[config.mk]
export PLATFORM = sky130hd
export DESIGN_NAME = replacePolicy
export DESIGN_NICKNAME = d
export VERILOG_FILES = /design/src/hw/icachePkg.sv /design/src/hw/replacePolicy.sv
export SDC_FILE = /design/constraint.sdc
export NUM_CORES = 1
export LEC_CHECK = 0
export BUFFER_PORTS_ARGS = -buffer_cell sky130_fd_sc_hd__buf_2
export CAP_MARGIN = 5
export CORE_MARGIN = 10
export CORE_UTILIZATION = 45
export CTS_CLUSTER_DIAMETER = 120
export DETAILED_ROUTE_END_ITERATION = 8
export GPL_TIMING_DRIVEN = 1
export HOLD_SLACK_MARGIN = 0.12
export SYNTH_ARGS = -nofsm -noshare
export SYNTH_HDL_FRONTEND = slang
export SYNTH_SLANG_ARGS = --single-unit
[constraint.sdc]
create_clock -name clk -period 3.2 [get_ports clk]
set_clock_uncertainty 0.05 [all_clocks]
set_input_delay 0.48 -clock clk [delete_from_list [all_inputs] [get_ports clk]]
set_output_delay 0.48 -clock clk [all_outputs]
set_load 0.05 [all_outputs]
[src/hw/icachePkg.sv]
package icachePkg;

    // cache geometry
    localparam int numWays = 4;
    localparam int wayBits = 2;
    localparam int numSets = 64;

    // tag in bits 31..10, set index in 9..4, byte offset in 3..0
    localparam int indexBits = 6;
    localparam int offsetBits = 4;
    localparam int tagBits = 22;

    localparam int lineBits = 128;
    localparam int addrBits = 32;

    // tree pseudo-LRU bits per set
    localparam int ageBits = 3;

    // one line seen either as raw storage or as four instruction words
    // word 0 sits in the low bits
    typedef union packed {
        logic [lineBits-1:0] raw;
        logic [3:0][addrBits-1:0] words;
    } cacheLineT;

endpackage

[src/hw/replacePolicy.sv]
`timescale 1ns/1ps

module replacePolicy (
    input logic clk,
    input logic rst,
    input logic [icachePkg::indexBits-1:0] setIndex,
    input logic touch,
    input logic [icachePkg::wayBits-1:0] touchWay,
    input logic fill,
    output logic [icachePkg::numWays-1:0] validMask,
    output logic [icachePkg::wayBits-1:0] victimWay
);
    import icachePkg::*;

    logic [numWays-1:0] validBits [numSets];
    logic [ageBits-1:0] setAge [numSets];
    logic [ageBits-1:0] curAge;
    logic [ageBits-1:0] nextAge;
    logic [wayBits-1:0] freeWay;

    assign validMask = validBits[setIndex];
    assign curAge = setAge[setIndex];

    // bit 2 picks the half, bit 0 or bit 1 the way inside it
    always_comb begin
        nextAge = curAge;
        case (touchWay)
            2'd0: begin
                nextAge[2] = 1'b1;
                nextAge[0] = 1'b1;
            end
            2'd1: begin
                nextAge[2] = 1'b1;
                nextAge[0] = 1'b0;
            end
            2'd2: begin
                nextAge[2] = 1'b0;
                nextAge[1] = 1'b1;
            end
            default: begin
                nextAge[2] = 1'b0;
                nextAge[1] = 1'b0;
            end
        endcase
    end

    always_comb begin
        freeWay = '0;
        for (int w = numWays - 1; w >= 0; w--) begin
            if (!validMask[w]) begin
                freeWay = wayBits'(w);
            end
        end
    end

    // invalid ways are filled first
    always_comb begin
        if (!(&validMask)) begin
            victimWay = freeWay;
        end else if (curAge[2]) begin
            victimWay = {1'b1, curAge[1]};
        end else begin
            victimWay = {1'b0, curAge[0]};
        end
    end

    always_ff @(posedge clk) begin
        if (rst) begin
            for (int s = 0; s < numSets; s++) begin
                validBits[s] <= '0;
                setAge[s] <= '0;
            end
        end else begin
            if (fill) begin
                validBits[setIndex][touchWay] <= 1'b1;
            end
            if (touch || fill) begin
                setAge[setIndex] <= nextAge;
            end
        end
    end

endmodule

==> flow_summary.ini <==
[status]
status = complete, but fails checks
violations = setup timing

[power]
sequentialPowerShare_pct = 48.3
comb_power_share_pct = 8.7
switching_share_pct = 24.3
switching_power_mw = 3.07
clkPwrFrac_pct = 43.0
p_leak_nw = 8.05
p_per_area_mw_per_mm2 = 542
internal_power_mw = 9.59
vdd_drop_max_v = 0.000445

[clocking]
cts_root_buf = clkbuf_16
clkSinkCount = 448
htreeDepth = 2
cts_tree = done
clk_pin_slew_ns = 0.06
holdBufCountCts = 0
cts-buffers-inserted = 48
clk_latency_ns = 0.61
cts_buffer_depth = 3

[timing]
finalSetupViolations = 5
fin_tns_setup_ns = -1.08
max_freq_mhz = 277
max_slew_margin_pct = 42.9
slew_viol_final = 0
layout_setup_ws_ns = -0.409
finalHoldViolations = 0
fin_crit_sh_pct = 113
period_minus_slack_ns = 3.61
tightestPinTransition_ns = 0.856
rsz0062_at_grt = yes

[placement]
dp.cells = 2595
dp_hpwl_mm = 41.8
port_buffers = 17
gp_congestion = 0.944

[global_routing]
overflow = 0
antenna_found_initial = 0
grt_pass1_wl_mm = 93.0
grt_pass1_vias = 15200
gr-usage-all-layers_pct = 22.8
grt_max_degree = 101

[setup_path]
reg2reg_depth = 9
crit_start = setIndex[0]
end_kind = output pin
criticalPathCategory = primary input to output pin
crit_end = victimWay[0]
r2r-start = setAge[27][1]
reg2reg_slack_ns = 0.46
crit_arrival_ns = 3.08
crit_path_start_kind = primary input
crit_fanout = 22
r2r_end = setAge[15][1]
required_ns = 2.67

[final_layout]
fill_cells = 3879
drive_gt1_share_pct = 18.7
final_cell_mix = o22ai_1 (269), inv_1 (261), dfxtp_1 (255)
syn_to_final_growth_pct = 19.8
final_common_cell = o22ai_1
stdcell_count = 2697
postLayoutCoreUtil_pct = 54.4
diodes = 0
nets = 2089

[synthesis]
synth-async-reset-ratio_pct = 0
syn_area_mm2 = 0.0195
synth_edf_count = 192
synth_cells = 1967
synth-seq-cells = 448
ys.flop_type = dfxtp_1
ys_warn_count = 0
syn_avg_cell_area_um2 = 9.91
syn_nets = 1979
synth-seq-area-share_pct = 55.9
yosysUniqueCellTypes = 68

[route]
first_pass_iters = 5
drc = 0
vias = 16000
viasPerCell = 5.93
ant_nets = 0
drt_wl_total_mm = 62.2
drtIter0Drc = 1650
avgRoutedWirePerCell_um = 23.1

[floorplanning]
start_util_pct = 45.4
die_h_um = 228
ios = 18
die_area_mm2 = 0.0521
rows = 76
die_x_um = 228
core-area_mm2 = 0.0430

[hold_path]
hold_class = primary input to register

[job]
maxCapViolCount = 0
-- metrics by stage --
stage | cell area (µm²) | power [mW] | hold WS (ns) | worst slack [ns]
5_1_grt | 23400 | 13.0 | 0.414 | -0.475
4_1_cts | 23100 | 12.7 | 0.376 | -0.385
2_1_floorplan | 19600 | 6.81 | 0.387 | -0.632
6_report | 23400 | 12.7 | 0.374 | -0.409
3_5_place_dp | 21400 | 7.27 | 0.408 | -0.680
3_3_place_gp | 21400 | 7.26 | 0.398 | -0.664
-- synthesized netlist by cell type (all sizes together) (12+ instances only) --
cell type	number	share of area, %
a221oi	41	1.9
a22o	19	0.85
a22oi	107	4.1
buf	79	2.8
clkbuf	104	2.0
dfxtp	256	26
edfxtp	192	30
inv	262	5.0
mux2i	16	0.82
nand2	91	1.8
nand2b	76	2.4
nand3	68	1.7
nor2	201	3.9
o211ai	12	0.46
o21ai	12	0.31
o22ai	269	8.6
-- flip-flops by register name, indices dropped and copies added (netlist names) --
signal and count:
setAge 192, validBits 256
-- critical path: stages --
cell      delay [ns]
buf_6           0.10
buf_12          0.15
nor3b_4         0.18
buf_4           0.14
a22o_1          0.26
a221oi_4        0.21
a31oi_2         0.15
a221o_1         0.30
or4b_4          0.53
a311oi_4        0.34
buf_6           0.21
-- final cells by class --
type	instances	area [µm²]	area share, %
Inverter	262	983	4.21
Clock buffer	72	1370	5.88
Tap cell	585	732	3.13
Sequential cell	448	10900	46.6
Timing Repair Buffer	243	2210	9.46
Clock inverter	13	140	0.600
Multi-Input combinational cell	1074	7030	30.1
-- kinds of logic after synthesis --
family	count (synthesis)	share of synthesized area [%]
compound gates	520	18.8
simple gates	518	13.0
flops	448	55.9
buf+inv	445	9.82
mux	36	2.50
-- timing repair --
action / CTS / global route
resized for setup: 42 / 40
gates cloned: 0 / 1
endpoints found under the setup margin: 6 / 6
setup buffers: 13 / 3
pin swaps: 16 / 10
-- metal layers --
layer | GRT usage, % | routed length (µm) | vias up
met5 | 0 | 0 | -
met4 | 7.75 | 1690 | 0
met3 | 4.58 | 5230 | 117
met2 | 35.2 | 28100 | 711
met1 | 31.5 | 27200 | 7863
li1 | - | - | 7302
-- power by group through the flow --
stage	clock network [mW]	registers (mW)	logic (mW)
3_5_place_dp	0	6.23	1.03
2_1_floorplan	0	6.20	0.600
6_report	5.45	6.12	1.10
3_3_place_gp	0	6.24	1.03
5_1_grt	5.73	6.12	1.15
4_1_cts	5.50	6.11	1.06
-- worst min path at each step --
stage	start	end	slack (ns)	depth (start not counted)
after floorplan	validBits[0][2]	validBits[0][2]	0.39	2
after detailed placement	validBits[1][2]	validBits[1][2]	0.41	2
final	rst	validBits[21][3]	0.37	2
after CTS	rst	validBits[5][0]	0.38	2
after global placement	validBits[1][2]	validBits[1][2]	0.40	2
after global routing	rst	validBits[21][3]	0.41	2
Power figures use the tool's default switching activity.
